File: config.mk
export PLATFORM = sky130hd
export DESIGN_NAME = hidden_buffer
export DESIGN_NICKNAME = d
export VERILOG_FILES = /design/src/hdl/nn_dims_pkg.sv /design/src/hdl/nn_ctrl_pkg.sv /design/src/hdl/hidden_buffer.sv
export SDC_FILE = /design/constraint.sdc
export NUM_CORES = 1
export LEC_CHECK = 0
export BUFFER_PORTS_ARGS = -buffer_cell sky130_fd_sc_hd__buf_2
export CAP_MARGIN = 25
export CORE_ASPECT_RATIO = 0.75
export CORE_MARGIN = 1
export CORE_UTILIZATION = 32
export DETAILED_ROUTE_END_ITERATION = 12
export PLACE_DENSITY = 0.48
export SETUP_SLACK_MARGIN = 0.15
export SLEW_MARGIN = 20
export SYNTH_ARGS = -nofsm -noshare
export SYNTH_HDL_FRONTEND = slang
export SYNTH_SLANG_ARGS = --single-unit
File: constraint.sdc
create_clock -name clk -period 2.27 [get_ports clk]
set_input_delay 0.3405 -clock clk [delete_from_list [all_inputs] [get_ports clk]]
set_output_delay 0.3405 -clock clk [all_outputs]
set_load 0.02 [all_outputs]
File: src/hdl/nn_dims_pkg.sv
package nn_dims_pkg;

    // ======================================================================
    // network sizes
    // ======================================================================

    // 28x28 input image, flattened row by row
    localparam int N_IN = 784;
    // hidden layer width
    localparam int N_HID = 32;
    // output classes
    localparam int N_OUT = 10;
    // hidden activations are scaled down by this before layer 2
    localparam int HID_SHIFT = 8;

    // ======================================================================
    // data types
    // ======================================================================

    // raw pixel, unsigned
    typedef logic [7:0] pixel_t;
    // weights of both layers
    typedef logic signed [7:0] weight_t;
    // biases of both layers
    typedef logic signed [31:0] bias_t;
    // stored hidden value, also the shifted value fed to layer 2
    typedef logic signed [31:0] hidden_t;
    // dot product accumulator, wide enough that no sum can wrap
    typedef logic signed [63:0] acc_t;

    // ======================================================================
    // index and address types
    // ======================================================================

    // 0 .. N_IN-1
    typedef logic [9:0] pix_addr_t;
    // 0 .. N_HID-1
    typedef logic [4:0] hid_idx_t;
    // 0 .. N_OUT-1
    typedef logic [3:0] class_t;
    // row-major, neuron * N_IN + pixel
    typedef logic [14:0] w1_addr_t;
    // row-major, class * N_HID + hidden index
    typedef logic [8:0] w2_addr_t;

endpackage

File: src/hdl/nn_ctrl_pkg.sv
package nn_ctrl_pkg;

    // ======================================================================
    // memory read requests
    // ======================================================================

    // layer 1 weight memory
    typedef struct packed {
        logic                 en;
        nn_dims_pkg::w1_addr_t addr;
    } w1_req_t;

    // layer 2 weight memory
    typedef struct packed {
        logic                 en;
        nn_dims_pkg::w2_addr_t addr;
    } w2_req_t;

    // layer 1 bias memory, one word per hidden neuron
    typedef struct packed {
        logic                 en;
        nn_dims_pkg::hid_idx_t addr;
    } b1_req_t;

    // layer 2 bias memory, one word per class
    typedef struct packed {
        logic                en;
        nn_dims_pkg::class_t addr;
    } b2_req_t;

    // ======================================================================
    // datapath control
    // ======================================================================

    // host pixel write
    typedef struct packed {
        logic                  we;
        nn_dims_pkg::pix_addr_t addr;
        nn_dims_pkg::pixel_t    data;
    } pix_wr_t;

    // one term of a dot product, aligned with the returning data
    // idx is the hidden neuron in layer 1 and the class in layer 2
    typedef struct packed {
        logic                  valid;
        logic                  first;
        logic                  last;
        nn_dims_pkg::hid_idx_t idx;
    } mac_ctl_t;

    // hidden activation write-back
    typedef struct packed {
        logic                  we;
        nn_dims_pkg::hid_idx_t idx;
        nn_dims_pkg::hidden_t  data;
    } hid_wr_t;

    typedef enum logic [2:0] {
        IDLE,
        L1_RUN,
        L1_DRAIN,
        L2_RUN,
        L2_DRAIN,
        DONE
    } seq_state_t;

endpackage

File: src/hdl/hidden_buffer.sv
`timescale 1ns/1ps

module hidden_buffer (
    input  logic                  clk,
    input  logic                  rst,
    input  nn_ctrl_pkg::hid_wr_t  hid_wr,
    input  nn_dims_pkg::hid_idx_t rd_addr,
    output nn_dims_pkg::hidden_t  rd_scaled
);
    import nn_dims_pkg::*;

    // ======================================================================
    // storage
    // ======================================================================

    // one activation per hidden neuron, written by layer 1
    hidden_t mem [N_HID];

    always_ff @(posedge clk) begin
        if (rst) begin
            for (int i = 0; i < N_HID; i++) begin
                mem[i] <= '0;
            end
        end else if (hid_wr.we) begin
            mem[hid_wr.idx] <= hid_wr.data;
        end
    end

    // ======================================================================
    // read port
    // ======================================================================

    // arithmetic shift keeps the sign, so this is floor division by 2^HID_SHIFT
    always_ff @(posedge clk) begin
        rd_scaled <= mem[rd_addr] >>> HID_SHIFT;
    end

endmodule

==> flow_summary_export.csv <==
group,metric,value,unit
pwr,finalPower,32.84,mW
finish,drive_gt1_share,15.80,%
sta,worst_pin_slew,0.9029,ns
clock_network,cts_buffer_depth,3,
routing,routed-via-count,21350,
logic_synthesis,synth_area,0.03643,mm^2
setup_path,reg2reg_from,"mem[0][19]",
floorplanning,dieArea,0.1152,mm^2
logic_synthesis,ys_seq_area_share,64.62,%
placed_design,dp_hpwl,66.24,mm
worst_hold_path,hp-class,"in -> reg",
setup_path,cp-startpoint,"mem[0][19]",
setup_path,worstPathMaxFanout,1,
flow_run,maxCapViolations,0,
setup_path,crit_required,2.83,ns
sta,timing.final.crit_share,86.77,%
grt,grt_pass1_wl,153.7,mm
floorplanning,rows,106,
sta,final.min_clock_period,1.970,ns
setup_path,slowest_stage,"nor3_1",
placed_design,gp_congestion,0.8134,
sta,clock.fmax,507.7,MHz
sta,finalSetupViolations,0,
setup_path,cpMostUsedCell,"buf_4",
finish,area_growth,15.52,%
logic_synthesis,synthDistinctLibCells,34,
floorplanning,core_area,0.1122,mm^2
setup_path,path_delay_family,"simple AND/OR/NAND/NOR gates",
grt,grt_overflow,0,
setup_path,worst_setup_path_end_kind,"flip-flop",
routing,vias_per_cell,4.904,
sta,tns,0,ns
setup_path,critPathLaunchType,"flip-flop",
worst_hold_path,min_from,"hid_wr[11]",
clock_network,cts-root-buf,"clkbuf_16",
floorplanning,start_util,32.47,%
setup_path,path_buf_inv,2,
pwr,power_density,780.3,mW/mm^2
clock_network,clk_pin_slew,0.06,ns
sta,drv_slew,0,
clock_network,clock_latency,0.65,ns
routing,first_iter_violations,2148,
routing,ant_nets,0,
grt,grt_pass1_vias,21400,
clock_network,holdBufCountCts,0,
setup_path,path_cells,"mux2i_1, a22o_1, nor3_1, buf_4, a31oi_1, buf_4, nand3_1",
floorplanning,io_pins,77,
floorplanning,die_w,391.6,um
pwr,vdd_ir_drop_max,0.5734,mV
sta,slew_headroom,39.80,%
routing,wirelength,108.1,mm
clock_network,cts_tree,"yes",
logic_synthesis,yosys_warnings,0,
setup_path,arrival,2.53,ns
clock_network,cts_resized,0,
run_status,status,"completed",
routing,routedWlPerCell,24.82,um
clock_network,numCtsBuffers,83,
sta,skew,0.01380,ns
finish,nets,2820,
clock_network,cts-htree-levels,3,
finish,instances_no_fill,4353,
logic_synthesis,synth_fp_nets,2706,
placed_design,dp.cells,4202,
clock_network,clkSinkCount,792,
logic_synthesis,syn_inst,2661,
setup_path,worstSetupPathType,"reg -> reg",
logic_synthesis,ys_ff_latch,792,
logic_synthesis,postSynthAreaPerCell,13.69,um^2
grt,grt_use_total,18.75,%
placed_design,io_buffers,68,
setup_path,cpPeakStageDelay,0.65,ns
routing,drc,0,
sta,finalHoldViolCount,0,
clock_network,cts_setup_buffers,0,
sta,grt_setup_unrepaired,"no",
grt,antenna_found_initial,20,
grt,grt_max_degree,49,
floorplanning,fp.dieH,294.2,um
routing,dr.pass1.iters,5,
pwr,leakagePower,15.98,nW
==> tightest hold or removal path: cells and delay by family <==
family | cells | cell delay, ns
AND/OR/NAND/NOR | 1 | 0.16
buffers and inverters | 2 | 0.31
==> registers in the layout (all words and copies together), names as in the netlist <==
signal,flops
mem,768
rd_scaled,24
==> where the power goes <==
part	switching [mW]	internal (mW)	leakage, nW
combinational	1.93	1.02	7.25
sequential	0.262	16.8	7.51
clock	5.60	7.19	1.22
==> final timing paths <==
path                    to  slack [ns]  cells after the start
max          rd_scaled[11]        0.30                      7
min            mem[31][11]        0.28                      3
min reg2reg  rd_scaled[19]        0.60                      4
max reg2reg  rd_scaled[11]        0.30                      7
==> cells in the final DEF, fill, tap and decap left out, drive strengths merged <==
master / instances
edfxtp: 768
nor2b: 2
diode: 6
and2: 769
nand2: 75
and2b: 1
or2: 33
mux2i: 384
dfxtp: 24
bufinv: 2
buf: 274
a31oi: 24
a21oi: 72
nand2b: 3
clkbuf: 104
nand3b: 4
a22o: 48
or3b: 2
or3: 2
nor2: 35
a22oi: 72
clkinv: 38
nand3: 74
inv: 1
nor3: 24
==> per-layer routing <==
| metal | global-route usage, % | vias up | part of all wire, % |
|---|---|---|---|
| li1 | - | 9733 | - |
| met1 | 28.50 | 10880 | 49 |
| met2 | 27.23 | 610 | 42 |
| met3 | 4.010 | 117 | 7.1 |
| met4 | 3.687 | 6 | 1.7 |
| met5 | 0 | - | 0.031 |
==> cells in the mapped netlist (all sizes together) <==
| library cell | number | area (um^2) |
|---|---|---|
| a21oi | 72 | 360.4 |
| nor2b | 2 | 12.51 |
| or3b | 2 | 22.52 |
| edfxtp | 768 | 23060 |
| clkbuf | 160 | 661.9 |
| or2 | 33 | 206.5 |
| mux2i | 384 | 3844 |
| and2b | 1 | 8.760 |
| and2 | 769 | 4811 |
| a22oi | 72 | 540.5 |
| nor3 | 24 | 120.1 |
| a31oi | 24 | 150.1 |
| nor2 | 35 | 316.5 |
| dfxtp | 24 | 480.5 |
| or3 | 2 | 22.52 |
| nand2 | 75 | 284.0 |
| nand3b | 4 | 42.54 |
| buf | 85 | 656.9 |
| nand2b | 3 | 26.27 |
| nand3 | 74 | 382.9 |
| a22o | 48 | 420.4 |
==> cell type report <==
type / count / area [um^2]
sequential: 792 / 23540
clock buffer: 104 / 2251
timing repair buffer: 274 / 2547
fill: 10630 / 70120
multi-input combinational: 1624 / 11610
tap: 1512 / 1892
clock inverter: 41 / 229.0
antenna: 6 / 15.01
==> logic make-up (layout without fill, tap and decap cells) <==
logic type | Yosys count | after routing | synth area share [%]
compound gates | 216 | 216 | 4.039
buf+inv | 245 | 419 | 3.620
flops | 792 | 792 | 64.62
mux | 384 | 384 | 10.55
other cells | 0 | 6 | 0
simple gates | 1024 | 1024 | 17.17
==> stage by stage <==
step	instance area, um^2	setup WS (ns)	hold slack (ns)	util, %
finish	42090	0.3004	0.2762	37.51
global placement	39590	-0.1500	0.5886	35.28
floorplan	36430	0.3992	0.5387	-
CTS	42070	0.3103	0.2427	37.50
global route	42070	0.2582	0.2646	37.50
detailed placement	39590	-0.1344	0.5819	35.28
(Power assumes the default switching activity.)
