[config.mk]
export PLATFORM = sky130hd
export DESIGN_NAME = layer1_neuron
export DESIGN_NICKNAME = d
export VERILOG_FILES = /design/src/hdl/nn_dims_pkg.sv /design/src/hdl/nn_ctrl_pkg.sv /design/src/hdl/layer1_neuron.sv
export SDC_FILE = /design/constraint.sdc
export NUM_CORES = 1
export LEC_CHECK = 0
export ABC_AREA = 1
export BUFFER_PORTS_ARGS = -buffer_cell sky130_fd_sc_hd__buf_4
export CAP_MARGIN = 25
export CORE_MARGIN = 3
export CORE_UTILIZATION = 50
export CTS_CLUSTER_SIZE = 8
export DETAILED_ROUTE_END_ITERATION = 16
export PLACE_DENSITY = 0.67
export RECOVER_POWER = 25
export SYNTH_ARGS = -nofsm -noshare
export SYNTH_HDL_FRONTEND = slang
export SYNTH_SLANG_ARGS = --single-unit
export TNS_END_PERCENT = 30
[constraint.sdc]
create_clock -name clk -period 8.3 [get_ports clk]
set_clock_uncertainty 0.1 [all_clocks]
set_input_delay 0.415 -clock clk [delete_from_list [all_inputs] [get_ports clk]]
set_output_delay 0.415 -clock clk [all_outputs]
set_load 0.01 [all_outputs]
[src/hdl/nn_dims_pkg.sv]
package nn_dims_pkg;

    // ======================================================================
    // network sizes
    // ======================================================================

    // 28x28 input image, flattened row by row
    localparam int N_IN = 784;
    // hidden layer width
    localparam int N_HID = 32;
    // output classes
    localparam int N_OUT = 10;
    // hidden activations are scaled down by this before layer 2
    localparam int HID_SHIFT = 8;

    // ======================================================================
    // data types
    // ======================================================================

    // raw pixel, unsigned
    typedef logic [7:0] pixel_t;
    // weights of both layers
    typedef logic signed [7:0] weight_t;
    // biases of both layers
    typedef logic signed [31:0] bias_t;
    // stored hidden value, also the shifted value fed to layer 2
    typedef logic signed [31:0] hidden_t;
    // dot product accumulator, wide enough that no sum can wrap
    typedef logic signed [63:0] acc_t;

    // ======================================================================
    // index and address types
    // ======================================================================

    // 0 .. N_IN-1
    typedef logic [9:0] pix_addr_t;
    // 0 .. N_HID-1
    typedef logic [4:0] hid_idx_t;
    // 0 .. N_OUT-1
    typedef logic [3:0] class_t;
    // row-major, neuron * N_IN + pixel
    typedef logic [14:0] w1_addr_t;
    // row-major, class * N_HID + hidden index
    typedef logic [8:0] w2_addr_t;

endpackage

[src/hdl/nn_ctrl_pkg.sv]
package nn_ctrl_pkg;

    // ======================================================================
    // memory read requests
    // ======================================================================

    // layer 1 weight memory
    typedef struct packed {
        logic                 en;
        nn_dims_pkg::w1_addr_t addr;
    } w1_req_t;

    // layer 2 weight memory
    typedef struct packed {
        logic                 en;
        nn_dims_pkg::w2_addr_t addr;
    } w2_req_t;

    // layer 1 bias memory, one word per hidden neuron
    typedef struct packed {
        logic                 en;
        nn_dims_pkg::hid_idx_t addr;
    } b1_req_t;

    // layer 2 bias memory, one word per class
    typedef struct packed {
        logic                en;
        nn_dims_pkg::class_t addr;
    } b2_req_t;

    // ======================================================================
    // datapath control
    // ======================================================================

    // host pixel write
    typedef struct packed {
        logic                  we;
        nn_dims_pkg::pix_addr_t addr;
        nn_dims_pkg::pixel_t    data;
    } pix_wr_t;

    // one term of a dot product, aligned with the returning data
    // idx is the hidden neuron in layer 1 and the class in layer 2
    typedef struct packed {
        logic                  valid;
        logic                  first;
        logic                  last;
        nn_dims_pkg::hid_idx_t idx;
    } mac_ctl_t;

    // hidden activation write-back
    typedef struct packed {
        logic                  we;
        nn_dims_pkg::hid_idx_t idx;
        nn_dims_pkg::hidden_t  data;
    } hid_wr_t;

    typedef enum logic [2:0] {
        IDLE,
        L1_RUN,
        L1_DRAIN,
        L2_RUN,
        L2_DRAIN,
        DONE
    } seq_state_t;

endpackage

[src/hdl/layer1_neuron.sv]
`timescale 1ns/1ps

module layer1_neuron (
    input  logic                  clk,
    input  logic                  rst,
    input  nn_ctrl_pkg::mac_ctl_t ctl,
    input  nn_dims_pkg::pixel_t   pixel,
    input  nn_dims_pkg::weight_t  weight,
    input  nn_dims_pkg::bias_t    bias,
    output nn_ctrl_pkg::hid_wr_t  hid_wr
);
    import nn_dims_pkg::*;

    // signed weight times zero-extended pixel
    logic signed [16:0] prod;
    acc_t  acc_q;
    acc_t  acc_next;
    acc_t  sum;
    bias_t bias_q;
    bias_t bias_use;

    assign prod = weight * $signed({1'b0, pixel});

    // restart on the first term of each neuron
    assign acc_next = (ctl.first ? acc_t'(0) : acc_q) + acc_t'(prod);
    // bias memory answers only in the first cycle
    assign bias_use = ctl.first ? bias : bias_q;
    assign sum      = acc_next + acc_t'(bias_use);

    // running sum and held bias
    always_ff @(posedge clk) begin
        if (ctl.valid) begin
            acc_q <= acc_next;
            if (ctl.first) begin
                bias_q <= bias;
            end
        end
    end

    // write-back, one cycle after the last term
    always_ff @(posedge clk) begin
        if (rst) begin
            hid_wr <= '0;
        end else begin
            hid_wr.we  <= ctl.valid && ctl.last;
            hid_wr.idx <= ctl.idx;
            // relu, then low 32 bits
            if (sum > 0) begin
                hid_wr.data <= hidden_t'(sum[31:0]);
            end else begin
                hid_wr.data <= '0;
            end
        end
    end

endmodule

==> metrics.txt, run 1 <==
RSZ-0062 raised after global routing=no; max frequency=127 MHz; Post-synth ARST share=0; filler instances=3571; Cell Area, Synth=18100 um^2; Die ar.=38500 um^2; worst path arrival time=8.10 ns; Hold Crit Depth=3; grt ovf=0; CTS Hold Bufs=0; area leader, netlist=ha_1; failing checks=capacitance limit, slew limit; maxcap violations=2; later-pin clock latency in the skew report=0.45 ns; via count=17098; post-CTS resize count=0; nets=3173; Setup violations, final=0; layout cells sized above 1=0.0836; crit path max fanout=18; Tightest Pin Transition=2.12 ns; Mapped Cells=2655; post-synthesis area per instance=6.81 um^2; initial antenna violation count=0; Req. time, crit path=8.54 ns; drt wl/cell=17.4 um; drt total wl=56300 um; Vias per Instance=5.28; vias in the first global route=16562; row cnt=69; DPL Wire Length=47800 um; H-tree levels=4; Clock Tree Buf Depth=2; Post-synth EDFFs=96; register area=3640 um^2; # Post-CTS Setup Buffers=0; iteration count of the initial detailed-routing pass=6; CTS tree=done; Die Y=196 um; post-route ant nets=0; Min-Delay Endpoint=hid_wr[32]; most numerous cell on the critical path=nand2_1; first-pass GRT wire length=89300 um; drt initial violations=1418; clock sinks=134; Syn Nets=3065; register area share after synthesis=0.202; final hold violations=0; share of the synthesized area in the top cell type=0.207; CP Class=reg2reg; Clk pin slew, worst setup/hold paths=0.07 ns; width of the die=196 um; Worst path max stage delay=0.54 ns; Slew headroom=-0.415; GRT Overall Usage=0.296; Critical R2R Launch=acc_q[6]; Routability Congestion=1.01; fin crit period=7.85 ns; port buffer count=95; Core Area=35600 um^2; reg2reg path depth=40; WHS=0.0617 ns; max-slew violations=66; Seq cells post-synth=134; CTS buffer count=17; top post-synthesis cells by count=nand2_1 (794), inv_1 (474), ha_1 (299), nor2_1 (283), a21oi_1 (136); count leader, synth=nand2_1; RR Endpoint=hid_wr[0]; Primary FF master, synth=edfxtp_1; min-delay src=ctl[0]; Post-DP Area=19400 um^2; # diodes=0; top post-synthesis cells by area=ha_1 (21%), nand2_1 (16%), edfxtp_1 (16%); Layout area overhead=10.9%; Worst setup EP type=flop; reg-to-reg slack, setup=0.45 ns; worst min path class=in2reg; final design utilization=0.564; Critical Path Source Type=flop; multi-input logic area=12600 um^2; status=finished with violations; design area=20100 um^2; post-route clock period utilization=0.946; Initial Util=0.508; Ys Warns=0; Critical-path top delay cell=fa_1; largest net degree at the start of global routing=88; synth unique cells=43; io pins=96; DRC viols=0; clk root buf=clkbuf_16
==> layout make-up <==
| type | count | share of cell area |
|---|---|---|
| inverter | 476 | 0.0891 |
| timing repair buffer | 122 | 0.0462 |
| clock inverter | 12 | 0.00612 |
| sequential | 134 | 0.182 |
| clock buffer | 20 | 0.0218 |
| multi-input combinational | 2012 | 0.626 |
| tap | 461 | 0.0288 |
==> sequential cells by signal, indices dropped and copies added (netlist names) <==
signal	flops
acc_q	64
bias_q	32
hid_wr	38
==> critical path, delay by kind of cell (launching register included) <==
| kind | cells | cell delay, ns |
|---|---|---|
| adders and majority gates | 7 | 3.15 |
| DFF | 1 | 0.37 |
| AOI/OAI and AO/OA | 3 | 0.43 |
| and+or+nand+nor | 23 | 2.61 |
| buffers and inverters | 6 | 0.61 |
| xor gates and xnor gates | 1 | 0.46 |
==> layout by cell type (no fill, tap or decap), types with 4 or more instances in the layout <==
master     netlist  routed
nor2_4           4       4
o21ai_0         53      53
nand2_2         13      15
nor3_1          15      14
nand3b_1        23      23
fa_1            53      53
xnor2_1         24      24
clkinv_4         0       4
nor2_2          36      37
ha_1           299     297
o21bai_1        19      17
nand4_1         28      28
a21o_1          22      22
nor4_1           7       5
edfxtp_1        96      96
inv_1          474     474
nand3_2          9       9
clkbuf_16        0      17
nand3_1         91      91
inv_6            0       4
nor2_1         283     282
a31oi_1         23      23
a21oi_2          2       4
xor2_1          45      42
nand2_1        794     792
o21a_1           9       9
o211ai_1         7       7
dfxtp_1         38      38
buf_4            0     113
a21oi_1        136     134
clkbuf_1        28       7
==> worst max-delay path by stage <==
stage          startpoint         end  slack, ns  cells after the start
5_1_grt          acc_q[6]  hid_wr[20]      0.006                     43
3_3_place_gp    weight[7]   hid_wr[0]      -0.28                     41
2_1_floorplan      ctl[6]  hid_wr[28]       0.64                     44
6_report         acc_q[6]   hid_wr[0]       0.45                     40
4_1_cts          acc_q[6]  hid_wr[20]       0.11                     41
3_5_place_dp    weight[7]   hid_wr[0]      -0.28                     41
==> metrics by stage <==
step / cells / setup slack, ns / setup TNS, ns
after floorplan: 2655 / 0.638 / 0
after global placement: 3205 / -0.276 / -8.05
after detailed placement: 3205 / -0.278 / -8.06
after CTS: 3237 / 0.109 / 0
after global routing: 3237 / 0.00566 / 0
final: 3237 / 0.447 / 0
==> layer usage <==
layer | share of wire | GRT usage
met4 | 0.021 | 0.0718
met2 | 0.41 | 0.442
met1 | 0.50 | 0.445
met5 | 0 | 0
met3 | 0.064 | 0.0484
==> cell families (layout without fill, tap and decap cells) <==
kind of cell,after synthesis,after routing,share of synthesized area
XOR/XNOR,69,69,0.0334
buffers and inverters,509,630,0.108
AND/OR/NAND/NOR,1312,1312,0.302
AO/OA/AOI/OAI,279,279,0.0884
adder cells (fa/ha/maj),352,352,0.266
flip-flops,134,134,0.202
Power of run 1 is not shown: default switching activity piles up to over one toggle a cycle in this logic, so the estimate is an artifact.
==> inputs of run 2 (changes only) <==
Settings changed: CTS_CLUSTER_SIZE 8 to 16, RECOVER_POWER 25 to default, SETUP_SLACK_MARGIN from default to 0.2.
==> run 2 against run 1 <==
Effect of this change:
- the run now ends clean
- design area up 1.4%
- utilization up 0.81 points
- fmax up 1.8%
- sequential share of layout area down 0.26 points
- sequential cell count unchanged
- clock-buffer cell count unchanged
- routed wire length up 0.47%
- critical path type unchanged
- die area unchanged
- first-iteration DRC count up 0.35%
- critical endpoint unchanged
- global-route usage unchanged
- register-to-register slack better by 0.14 ns
- hold slack worse by 0.0036 ns
==> metrics.txt, run 2 (synthesis gave the netlist of run 1 again) <==
status=finished clean; DRC viols=0 (unchanged); row cnt=69 (unchanged); max-slew violations=0 (-100%); Die Y=196 um (unchanged); max frequency=130 MHz (+1.8%); H-tree levels=4 (unchanged); biggest regs=acc_q x64, hid_wr x38, bias_q x32; final hold violations=0 (unchanged); iteration count of the initial detailed-routing pass=6 (unchanged); most common cell after layout, fill and taps aside=nand2_1; grt ovf=0 (unchanged); CP Class=reg2reg; Core Area=35600 um^2 (unchanged); drt initial violations=1423 (+0.35%); placed cells=3205 (unchanged); Layout area overhead=12.5%; Vias per Instance=5.30 (+0.39%); Tightest Pin Transition=0.993 ns (-1.13 ns); initial antenna violation count=0 (unchanged); non-filler instance count after layout=3239 (+0.062%); # diodes=0 (unchanged); via count=17176 (+0.46%); io pins=96 (unchanged); GRT Overall Usage=0.296 (unchanged); layout cells sized above 1=0.0983 (+0.0147); clk root buf=clkbuf_16; design area=20300 um^2 (+1.4%); maxcap violations=0 (-2); Die ar.=38500 um^2 (unchanged); Slew headroom=0.338 (+0.753); CTS tree=done; drt wl/cell=17.5 um (+0.40%); final design utilization=0.572 (+0.00809); post-route clock period utilization=0.929 (-0.0170); Worst path max stage delay=0.57 ns (+0.03 ns); Largest register FFs=64 (unchanged); worst path arrival time=7.95 ns (-0.15 ns); drt total wl=56600 um (+0.47%); Initial Util=0.508 (unchanged); clock sinks=134 (unchanged); Clock Tree Buf Depth=2 (unchanged); Largest Register=acc_q; crit path max fanout=18 (unchanged); nets=3175 (+0.063%); width of the die=196 um (unchanged); Critical-path top delay cell=fa_1; first-pass GRT wire length=89300 um (unchanged); filler instances=3518 (-1.5%); fin crit period=7.71 ns (-0.141 ns); vias in the first global route=16562 (unchanged); later-pin clock latency in the skew report=0.45 ns (about the same); most numerous cell on the critical path=nand2_1; Worst setup EP type=flop; most frequent cells in the layout=nand2_1 (789), inv_1 (474), ha_1 (288), nor2_1 (280), a21oi_1 (128); Routability Congestion=1.01 (unchanged); Setup violations, final=0 (unchanged); Top Usage Layer GRT=met1; CTS buffer count=17 (unchanged); port buffer count=95 (unchanged); met2 Use GR=0.442 (unchanged); RSZ-0062 raised after global routing=no; DPL Wire Length=47800 um (unchanged); met1 Use GR=0.445 (unchanged); post-route ant nets=0 (unchanged); Post-DP Area=19400 um^2 (unchanged); Clk pin slew, worst setup/hold paths=0.07 ns (about the same); Critical Path Source Type=flop; largest net degree at the start of global routing=88 (unchanged); Req. time, crit path=8.54 ns (about the same); met3 Resource Use GR=0.0484 (unchanged); worst min path class=in2reg
-- run 2: layout make-up --
cell class	count	area (um^2)	share of cell area
clock buffers	20	437	0.0215
inverters	476	1790	0.0878
flip-flops and latches	134	3640	0.179
repair buffers	124	956	0.0470
multi-input cells	2012	12800	0.630
clock inverters	12	123	0.00603
well taps	461	577	0.0284
-- run 2: what timing repair did --
| item | 4_1_cts | 5_1_grt |
|---|---|---|
| setup buffers | 0 | 2 |
| gates resized for setup | 1 | 59 |
| pin swaps | 0 | 11 |
| endpoints found under the setup margin | 32 | 32 |
| hold buffers | 0 | 0 |
-- run 2: critical path: cells and delay by family (launching register included) --
| family | cells | cell delay (ns) |
|---|---|---|
| adder cells (fa/ha/maj) | 7 | 3.16 |
| AND/OR/NAND/NOR | 19 | 2.20 |
| AO/OA/AOI/OAI | 5 | 0.91 |
| buffers and inverters | 7 | 0.70 |
| flip-flops | 1 | 0.36 |
| XOR/XNOR | 1 | 0.16 |
-- run 2: metal layers --
metal | share of wire | routed length, um
met5 | 0 | 0
met3 | 0.070 | 3950
met2 | 0.42 | 23700
met1 | 0.49 | 27800
met4 | 0.021 | 1180
-- run 2: worst paths after layout --
check        depth (start not counted)  slack [ns]        from         end
max reg2reg                         39        0.59    acc_q[6]   hid_wr[0]
min                                  3        0.06      ctl[3]  hid_wr[35]
min reg2reg                          2        0.45  bias_q[14]  bias_q[14]
max                                 39        0.59    acc_q[6]   hid_wr[0]
-- run 2: metrics by stage --
| step | hold slack (ns) | TNS [ns] | setup slack (ns) |
|---|---|---|---|
| after global routing | 0.0635 | 0 | 0.178 |
| final | 0.0581 | 0 | 0.587 |
| after detailed placement | 0.437 | -8.06 | -0.278 |
| after CTS | 0.0455 | 0 | 0.228 |
| after floorplan | 0.386 | 0 | 0.638 |
| after global placement | 0.432 | -8.05 | -0.276 |
Power of run 2 is left out for the same reason.
