--- config.mk ---
export PLATFORM = sky130hd
export DESIGN_NAME = nn_sequencer
export DESIGN_NICKNAME = d
export VERILOG_FILES = /design/src/hdl/nn_dims_pkg.sv /design/src/hdl/nn_ctrl_pkg.sv /design/src/hdl/nn_sequencer.sv
export SDC_FILE = /design/constraint.sdc
export NUM_CORES = 1
export LEC_CHECK = 0
export ABC_AREA = 1
export BUFFER_PORTS_ARGS = -buffer_cell sky130_fd_sc_hd__buf_2
export CORE_MARGIN = 4
export CORE_UTILIZATION = 48
export CTS_CLUSTER_DIAMETER = 100
export DETAILED_ROUTE_END_ITERATION = 10
export GPL_ROUTABILITY_DRIVEN = 0
export GPL_TIMING_DRIVEN = 0
export PLACE_DENSITY = 0.78
export SLEW_MARGIN = 20
export SYNTH_ARGS = -nofsm -noshare
export SYNTH_HDL_FRONTEND = slang
export SYNTH_SLANG_ARGS = --single-unit
--- constraint.sdc ---
create_clock -name clk -period 2.85 [get_ports clk]
set_input_delay 0.57 -clock clk [delete_from_list [all_inputs] [get_ports clk]]
set_output_delay 0.57 -clock clk [all_outputs]
set_load 0.05 [all_outputs]
--- src/hdl/nn_dims_pkg.sv ---
package nn_dims_pkg;

    // ======================================================================
    // network sizes
    // ======================================================================

    // 28x28 input image, flattened row by row
    localparam int N_IN = 784;
    // hidden layer width
    localparam int N_HID = 32;
    // output classes
    localparam int N_OUT = 10;
    // hidden activations are scaled down by this before layer 2
    localparam int HID_SHIFT = 8;

    // ======================================================================
    // data types
    // ======================================================================

    // raw pixel, unsigned
    typedef logic [7:0] pixel_t;
    // weights of both layers
    typedef logic signed [7:0] weight_t;
    // biases of both layers
    typedef logic signed [31:0] bias_t;
    // stored hidden value, also the shifted value fed to layer 2
    typedef logic signed [31:0] hidden_t;
    // dot product accumulator, wide enough that no sum can wrap
    typedef logic signed [63:0] acc_t;

    // ======================================================================
    // index and address types
    // ======================================================================

    // 0 .. N_IN-1
    typedef logic [9:0] pix_addr_t;
    // 0 .. N_HID-1
    typedef logic [4:0] hid_idx_t;
    // 0 .. N_OUT-1
    typedef logic [3:0] class_t;
    // row-major, neuron * N_IN + pixel
    typedef logic [14:0] w1_addr_t;
    // row-major, class * N_HID + hidden index
    typedef logic [8:0] w2_addr_t;

endpackage

--- src/hdl/nn_ctrl_pkg.sv ---
package nn_ctrl_pkg;

    // ======================================================================
    // memory read requests
    // ======================================================================

    // layer 1 weight memory
    typedef struct packed {
        logic                 en;
        nn_dims_pkg::w1_addr_t addr;
    } w1_req_t;

    // layer 2 weight memory
    typedef struct packed {
        logic                 en;
        nn_dims_pkg::w2_addr_t addr;
    } w2_req_t;

    // layer 1 bias memory, one word per hidden neuron
    typedef struct packed {
        logic                 en;
        nn_dims_pkg::hid_idx_t addr;
    } b1_req_t;

    // layer 2 bias memory, one word per class
    typedef struct packed {
        logic                en;
        nn_dims_pkg::class_t addr;
    } b2_req_t;

    // ======================================================================
    // datapath control
    // ======================================================================

    // host pixel write
    typedef struct packed {
        logic                  we;
        nn_dims_pkg::pix_addr_t addr;
        nn_dims_pkg::pixel_t    data;
    } pix_wr_t;

    // one term of a dot product, aligned with the returning data
    // idx is the hidden neuron in layer 1 and the class in layer 2
    typedef struct packed {
        logic                  valid;
        logic                  first;
        logic                  last;
        nn_dims_pkg::hid_idx_t idx;
    } mac_ctl_t;

    // hidden activation write-back
    typedef struct packed {
        logic                  we;
        nn_dims_pkg::hid_idx_t idx;
        nn_dims_pkg::hidden_t  data;
    } hid_wr_t;

    typedef enum logic [2:0] {
        IDLE,
        L1_RUN,
        L1_DRAIN,
        L2_RUN,
        L2_DRAIN,
        DONE
    } seq_state_t;

endpackage

--- src/hdl/nn_sequencer.sv ---
`timescale 1ns/1ps

module nn_sequencer (
    input  logic                   clk,
    input  logic                   rst,
    input  logic                   start,
    output logic                   done,
    output nn_ctrl_pkg::w1_req_t   w1_req,
    output nn_ctrl_pkg::b1_req_t   b1_req,
    output nn_ctrl_pkg::w2_req_t   w2_req,
    output nn_ctrl_pkg::b2_req_t   b2_req,
    output nn_dims_pkg::pix_addr_t pix_rd_addr,
    output nn_dims_pkg::hid_idx_t  hid_rd_addr,
    output nn_ctrl_pkg::mac_ctl_t  l1_ctl,
    output nn_ctrl_pkg::mac_ctl_t  l2_ctl,
    output logic                   last_class
);
    import nn_dims_pkg::*;
    import nn_ctrl_pkg::*;

    seq_state_t state;
    logic       start_d;
    logic       start_rise;
    pix_addr_t  pix_cnt;
    hid_idx_t   hid_cnt;
    class_t     cls_cnt;
    // two-cycle drain timer
    logic       drain_cnt;

    // flags for the term issued this cycle
    mac_ctl_t   l1_issue;
    mac_ctl_t   l2_issue;
    logic       last_class_issue;

    // a run only begins on a new rising edge
    assign start_rise = start & ~start_d;
    assign done = (state == DONE);

    // ======================================================================
    // address issue
    // ======================================================================

    // layer 1 weight address, neuron-major
    assign w1_req.en   = (state == L1_RUN);
    assign w1_req.addr = w1_addr_t'(hid_cnt) * w1_addr_t'(N_IN) + w1_addr_t'(pix_cnt);
    // bias fetched alongside the first weight of each neuron
    assign b1_req.en   = (state == L1_RUN) && (pix_cnt == '0);
    assign b1_req.addr = hid_cnt;

    // layer 2 weight address, class-major
    assign w2_req.en   = (state == L2_RUN);
    assign w2_req.addr = w2_addr_t'(cls_cnt) * w2_addr_t'(N_HID) + w2_addr_t'(hid_cnt);
    assign b2_req.en   = (state == L2_RUN) && (hid_cnt == '0);
    assign b2_req.addr = cls_cnt;

    // buffers read in the same cycle as the weight memories
    assign pix_rd_addr = pix_cnt;
    assign hid_rd_addr = hid_cnt;

    always_comb begin
        l1_issue.valid   = (state == L1_RUN);
        l1_issue.first   = (pix_cnt == '0);
        l1_issue.last    = (pix_cnt == pix_addr_t'(N_IN - 1));
        l1_issue.idx     = hid_cnt;
        l2_issue.valid   = (state == L2_RUN);
        l2_issue.first   = (hid_cnt == '0);
        l2_issue.last    = (hid_cnt == hid_idx_t'(N_HID - 1));
        l2_issue.idx     = hid_idx_t'(cls_cnt);
        last_class_issue = (cls_cnt == class_t'(N_OUT - 1));
    end

    // delay by one so the flags line up with memory data
    always_ff @(posedge clk) begin
        if (rst) begin
            l1_ctl     <= '0;
            l2_ctl     <= '0;
            last_class <= 1'b0;
        end else begin
            l1_ctl     <= l1_issue;
            l2_ctl     <= l2_issue;
            last_class <= last_class_issue;
        end
    end

    // ======================================================================
    // FSM and loop counters
    // ======================================================================

    always_ff @(posedge clk) begin
        if (rst) begin
            state     <= IDLE;
            start_d   <= 1'b0;
            pix_cnt   <= '0;
            hid_cnt   <= '0;
            cls_cnt   <= '0;
            drain_cnt <= 1'b0;
        end else begin
            start_d <= start;
            case (state)
                IDLE: begin
                    if (start_rise) begin
                        pix_cnt <= '0;
                        hid_cnt <= '0;
                        cls_cnt <= '0;
                        state   <= L1_RUN;
                    end
                end
                L1_RUN: begin
                    // one term per cycle, no gap between neurons
                    if (pix_cnt == pix_addr_t'(N_IN - 1)) begin
                        pix_cnt <= '0;
                        hid_cnt <= hid_cnt + 1'b1;
                        if (hid_cnt == hid_idx_t'(N_HID - 1)) begin
                            state <= L1_DRAIN;
                        end
                    end else begin
                        pix_cnt <= pix_cnt + 1'b1;
                    end
                end
                L1_DRAIN: begin
                    // let the last hidden write land
                    drain_cnt <= ~drain_cnt;
                    if (drain_cnt) begin
                        state <= L2_RUN;
                    end
                end
                L2_RUN: begin
                    if (hid_cnt == hid_idx_t'(N_HID - 1)) begin
                        hid_cnt <= '0;
                        if (cls_cnt == class_t'(N_OUT - 1)) begin
                            cls_cnt <= '0;
                            state   <= L2_DRAIN;
                        end else begin
                            cls_cnt <= cls_cnt + 1'b1;
                        end
                    end else begin
                        hid_cnt <= hid_cnt + 1'b1;
                    end
                end
                L2_DRAIN: begin
                    // predicted commits during this wait
                    drain_cnt <= ~drain_cnt;
                    if (drain_cnt) begin
                        state <= DONE;
                    end
                end
                DONE: begin
                    // hold until the host drops start
                    if (!start) begin
                        state <= IDLE;
                    end
                end
                default: state <= IDLE;
            endcase
        end
    end

endmodule

==> results of run 1 <==
[power breakdown]
| group | total, mW | internal, mW | switching [mW] |
|---|---|---|---|
| Combinational | 1.49 | 0.486 | 1.01 |
| Clock | 0.329 | 0.158 | 0.171 |
| Sequential | 0.684 | 0.627 | 0.0568 |
| Total | 2.50 | 1.27 | 1.23 |
[worst paths after layout]
check,from,to,slack (ps)
max,hid_rd_addr[1],w1_req[14],-130
max reg2reg,hid_rd_addr[3],cls_cnt[3],1010
min,drain_cnt,drain_cnt,500
min reg2reg,drain_cnt,drain_cnt,500
[timing repair]
action                     CTS  global route
gates resized for setup     44            17
pin swaps                   10             8
setup endpoints to repair    6             5
hold buffers                 0             0
buffers inserted             7             3
[cell usage after synthesis]
cell	count	area [sq um]
conb_1	1	3.75
dfxtp_1	40	801
nand2_2	2	12.5
nor3_1	4	20.0
nand3_2	1	10.0
buf_6	2	22.5
o211ai_1	1	7.51
inv_1	53	199
nand4_1	4	25.0
a31oi_1	3	18.8
nor2_4	2	22.5
nand3b_1	1	7.51
ha_1	24	300
clkbuf_1	4	15.0
o21ai_4	1	16.3
inv_2	2	7.51
nand4_2	1	12.5
nand2_1	88	330
o21ai_2	1	8.76
a21oi_1	16	80.1
clkinv_4	1	8.76
o21ai_1	1	5.00
fa_1	2	40.0
o21ai_0	11	55.1
o21bai_1	1	7.51
xnor2_1	3	26.3
and2_4	1	8.76
nand3_1	32	160
nand2_4	2	22.5
nor4_1	2	12.5
buf_4	30	225
nor2_2	1	6.26
xor2_1	10	87.6
nor2_1	42	158
[per-stage QoR]
step                TNS (ps)  setup slack [ps]  utilization, %  std cells  hold WS, ps
CTS                     -131              -106            63.3        544          501
detailed placement     -1300              -455            58.1        532          493
global route            -469              -245            65.0        547          513
finish                  -138              -128            65.0        547          501
global placement       -1110              -399            58.1        532          474
floorplan               -162              -122               -        390          453
[placed cells by master, fill, tap and decap left out, types with 4 or more instances in the layout]
cell type,instances
dfxtp_4,5
nor3_1,4
nor2_1,40
a21oi_1,15
clkbuf_8,5
inv_2,6
nand2_1,81
nand3_1,31
o21ai_0,11
buf_6,7
nand4_1,4
xor2_1,8
ha_4,9
buf_4,38
nand2_2,7
nor2_4,4
ha_1,13
nand2_4,4
buf_2,65
clkbuf_1,4
dfxtp_1,34
inv_1,48
[layer usage]
layer  up-vias  wire (um)
li1       1371          -
met3        16        517
met4         0         99
met5         -          0
met1      1187       2850
met2       101       3230
[flip-flops by register name, summed over array words and instances (netlist names), 3 cells and up]
signal / flops
pix_rd_addr: 10
l1_ctl: 8
l2_ctl: 7
hid_rd_addr: 5
cls_cnt: 4
state: 3
[cell families (layout without fill, tap and decap cells)]
| group | Yosys count | count (layout) | synth area share, % |
|---|---|---|---|
| XOR/XNOR | 13 | 13 | 4.15 |
| buffers and inverters | 92 | 177 | 17.4 |
| other | 1 | 1 | 0.137 |
| flip-flops | 40 | 40 | 29.2 |
| adder cells (fa/ha/maj) | 26 | 26 | 12.4 |
| AO/OA/AOI/OAI | 35 | 35 | 7.25 |
| AND/OR/NAND/NOR | 183 | 183 | 29.5 |
[critical path, stage by stage, from the launching register on]
cell and delay (ps):
dfxtp_4 380, inv_6 40, ha_4 280, ha_4 130, inv_2 40, fa_2 340
inv_1 90, nand3_1 90, nand2_1 70, nand2_1 80, nand2_2 100, nand2_1 50
nand3b_1 190, nand2_4 80, buf_8 140
[final cells by class]
class | instances | area, sq um | area share [%]
Multi-Input combinational cell | 258 | 1670 | 46.3
Sequential cell | 40 | 821 | 22.8
Buffer | 36 | 263 | 7.29
Clock buffer | 5 | 68.8 | 1.91
Tap cell | 72 | 90.1 | 2.50
Inverter | 56 | 220 | 6.11
Timing Repair Buffer | 80 | 472 | 13.1
==> results.toml, run 1 <==
[run_status]
status = "complete, but fails checks"
violations = "setup timing"

[routing]
vias = 2675
drcViolationCount = 0
viasPerCell = 4.89
final_antenna_net_count = 0
dr.pass1.iters = 5
drtIter0Drc = 164
wl_per_cell_um = 12.2
drt_wl_total_um = 6700

[synthesis]
syn_area_sq_mm = 0.00274
synth_nets = 419
yosysUniqueCellTypes = 34
synthCells = 390
yosysSeqAreaShare_pct = 29.2
ys.warnings.count = 0
synth_area_per_cell_sq_um = 7.04
synth_seq_cells = 40

[grt]
grt.met3_usage_pct = 3.85
globalRouteMet1Util_pct = 23.5
track_usage_pct = 19.0
first_global_vias = 2511
grt_max_degree = 11
antenna_found_initial = 0
grt_pass1_wl_um = 11100
overflow = 0
busiest_layer = "met2"
grt_use_met2_pct = 33.6

[sta]
layout_setup_ws_ps = -128
worst_slew_pin_slew_ps = 509
slew_headroom_pct = 66.1
timing.final.hold_violations = 0
slew_viol_final = 0
fin_crit_sh_pct = 104
setup_violations = 2
skew_ps = 1.78
period_minus_slack_ps = 2980
max_freq_mhz = 336
rsz0062_at_grt = "true"

[die]
ioPinCount = 73
fp.coreArea_sq_mm = 0.00554
die-height_um = 83.6
start_util_pct = 49.5
row_count = 27
die_area_sq_mm = 0.00699
fp.dieW_um = 83.6

[power]
power_leakage_nw = 1.88
total_power_mw = 2.50
ir_drop_v = 0.000407
cellPowerDensity_mw_per_mm2 = 695

[placed_design]
dp_hpwl_um = 4650
dpl-instance-area_sq_mm = 0.00322
portBuffers = 70

[final_layout]
antenna_cells = 0
nFillCells = 459
layout.nets = 506
layout-drive-gt1-share_pct = 35.8
fin_area_sq_mm = 0.00360
area_growth_pct = 31.3

[cts]
tritoncts = "yes"
cts_buffers = 5
htree_levels = 2
root_buffer = "clkbuf_8"
clk_pin_slew_worst_paths_ps = 70
clk_latency_ps = 290
cts.path.max_buffers = 2
cts.sinks = 40

[critical_path]
crit_type = "reg -> out"
worst_setup_path_end_kind = "primary output"
worstPathArrival_ps = 2410
worstRegToRegCells = 10
cp_max_fo = 3
critPathLaunchType = "flop"
critical_path_required_ps = 2280

[hold_path]
hold_depth = 2
hold_class = "reg -> reg"

[job]
max_cap_violations = 0
(Power assumes the default switching activity.)
==> run 2, diff against run 1 <==
--- a/config.mk
+++ b/config.mk
@@ -13,7 +13,7 @@
 export DETAILED_ROUTE_END_ITERATION = 10
 export GPL_ROUTABILITY_DRIVEN = 0
 export GPL_TIMING_DRIVEN = 0
-export PLACE_DENSITY = 0.78
+export PLACE_DENSITY = 0.87
 export SLEW_MARGIN = 20
 export SYNTH_ARGS = -nofsm -noshare
 export SYNTH_HDL_FRONTEND = slang
==> run 2 against run 1 <==
Against the previous run:
- the run still ends with setup timing left
- via count up 3.9%
- sequential share of layout area down 0.53 points
- design area up 2.1%
- count of clock-buffer cells in the layout up 2
- register-to-register slack worse by 60 ps
- power up 7.3%
- clock skew up 3.4 ps
- hold slack better by 17 ps
- highest routed layer unchanged
==> results.toml, run 2 (synthesis gave the netlist of run 1 again) <==
[run_status]
status = "complete, but fails checks"
violations = "setup timing"

[routing]
drtIter0Drc = 201
dr.pass1.iters = 5
vias = 2779
viasPerCell = 5.01
final_antenna_net_count = 0
drcViolationCount = 0
drt_wl_total_um = 7050
wl_per_cell_um = 12.7

[critical_path]
critical_path_required_ps = 2280
cp_max_fo = 2
crit_type = "reg -> out"
r2r-end = "state[1]"
critPathLaunchType = "flop"
crit_slowest_cell = "dfxtp_4"
path_cells = "clkinvlp_4 -> ha_4 -> ha_4 -> inv_2 -> fa_2 -> nand2_2 -> buf_4 -> buf_4 -> buf_4 -> buf_4 -> buf_4 -> nand3_1 -> nand2_1 -> buf_6"
max_stage_delay_ps = 360
cp_top_family = "adder cells"
worst_setup_path_end_kind = "primary output"
worstRegToRegCells = 12
crit_buf_inv = 8
worstPathArrival_ps = 2490
r2r_slack_ps = 950
crit_path_frequent_cell = "buf_4"
r2r-start = "hid_rd_addr[0]"

[power]
power_frac_clock_pct = 18.7
combPwrFrac_pct = 56.1
seq_power_share_pct = 25.2
total_power_mw = 2.69
power.internal_mw = 1.42
power_leakage_nw = 1.94
cellPowerDensity_mw_per_mm2 = 731
p_sw_mw = 1.27
ir_drop_v = 0.000548
switching_share_pct = 47.1

[final_layout]
layout.nets = 511
multi_input_area_sq_mm = 0.00165
largest_reg_flops = 10
instances_no_fill = 555
regArea_sq_um = 818
nFillCells = 463
fin_util_pct = 66.4
antenna_cells = 0
layout_commonest_cell = "nand2_1"
layout-drive-gt1-share_pct = 36.4
final_cell_mix = "nand2_1, buf_2, inv_1, buf_4, nor2_1"
area_growth_pct = 34.1

[die]
die-height_um = 83.6
start_util_pct = 49.5
fp.coreArea_sq_mm = 0.00554
fp.dieW_um = 83.6
die_area_sq_mm = 0.00699
ioPinCount = 73
row_count = 27

[cts]
cts_buffers = 5
holdBufCountCts = 0
clk_pin_slew_worst_paths_ps = 70
clk_latency_ps = 290
root_buffer = "clkbuf_8"
tritoncts = "yes"
cts.sinks = 40
htree_levels = 2
cts.path.max_buffers = 2

[hold_path]
min-delay-start = "drain_cnt"
hold_class = "reg -> reg"
hold_depth = 2
hold_path_end = "drain_cnt"

[sta]
setup_violations = 5
final.setup.tns_ps = -717
period_minus_slack_ps = 3060
fin_worst_hold_slack_ps = 518
max_freq_mhz = 326
layout_setup_ws_ps = -213
skew_ps = 5.15
slew_headroom_pct = 65.8
fin_crit_sh_pct = 107
worst_slew_pin_slew_ps = 513
slew_viol_final = 0
timing.final.hold_violations = 0
rsz0062_at_grt = "true"

[placed_design]
dpl.cell_count = 532
dp_hpwl_um = 4880
portBuffers = 70

[grt]
grt_max_degree = 13
overflow = 0
antenna_found_initial = 0
track_usage_pct = 19.3
grt_pass1_wl_um = 11300
first_global_vias = 2624

[job]
max_cap_violations = 0
## run 2: changes by cell type in the layout (fill, tap and decap cells not counted), moves of 2 or more
cell and change:
nand3_2 +3, nand3_1 -2, clkbuf_8 +2, buf_4 +7, ha_1 +2
## run 2: worst register-to-register path: stages, from the launching register on
cell and delay (ps):
dfxtp_4 350, buf_4 180, ha_1 270, nand2_1 90, inv_1 60, ha_1 150, inv_1 110, nand2_1 80
nand2_1 50, nor2_1 130, nand3_2 160, nor2_1 130, nor2_1 50
## run 2: metrics by stage
step | worst slack [ps] | cell area, sq um
3_3_place_gp | -394 | 3220
4_1_cts | -224 | 3560
5_1_grt | -315 | 3680
2_1_floorplan | -122 | 2780
3_5_place_dp | -449 | 3220
6_report | -213 | 3680
## run 2: worst max path at each step
stage / startpoint / endpoint / slack, ps / cells past startpoint
3_3_place_gp: hid_rd_addr[1] / w1_req[14] / -390 / 14
6_report: hid_rd_addr[1] / w1_req[11] / -210 / 14
5_1_grt: hid_rd_addr[1] / w1_req[14] / -310 / 14
4_1_cts: hid_rd_addr[1] / w1_req[14] / -220 / 14
3_5_place_dp: hid_rd_addr[1] / w1_req[14] / -450 / 14
2_1_floorplan: pix_rd_addr[4] / w1_req[12] / -120 / 8
## run 2: metal layers
layer	vias to the layer above	part of all wire, %	global-route usage, %
met5	-	0	0
met4	0	1.6	6.29
met3	13	6.5	3.55
met2	110	51	34.6
met1	1272	41	23.2
li1	1384	-	-
## run 2: power groups by stage
stage	clock [mW]	sequential (mW)	combinational (mW)
after global placement	0	0.704	1.26
after global routing	0.530	0.685	1.62
after floorplan	0	0.785	0.962
after CTS	0.505	0.674	1.41
final	0.502	0.678	1.51
after detailed placement	0	0.704	1.29
## run 2: area by class of cell
class / count / share of cell area [%]
Sequential cell: 40 / 22.2
Clock inverter: 1 / 0.816
Tap cell: 72 / 2.45
Timing Repair Buffer: 85 / 13.8
Clock buffer: 7 / 2.62
Buffer: 36 / 7.14
Inverter: 56 / 5.95
Multi-Input combinational cell: 258 / 45.0
## run 2: timing repair
| item | CTS | global route |
|---|---|---|
| resized for setup | 34 | 20 |
| pin swaps | 11 | 7 |
| buffers inserted | 12 | 3 |
| endpoints found under the setup margin | 6 | 6 |
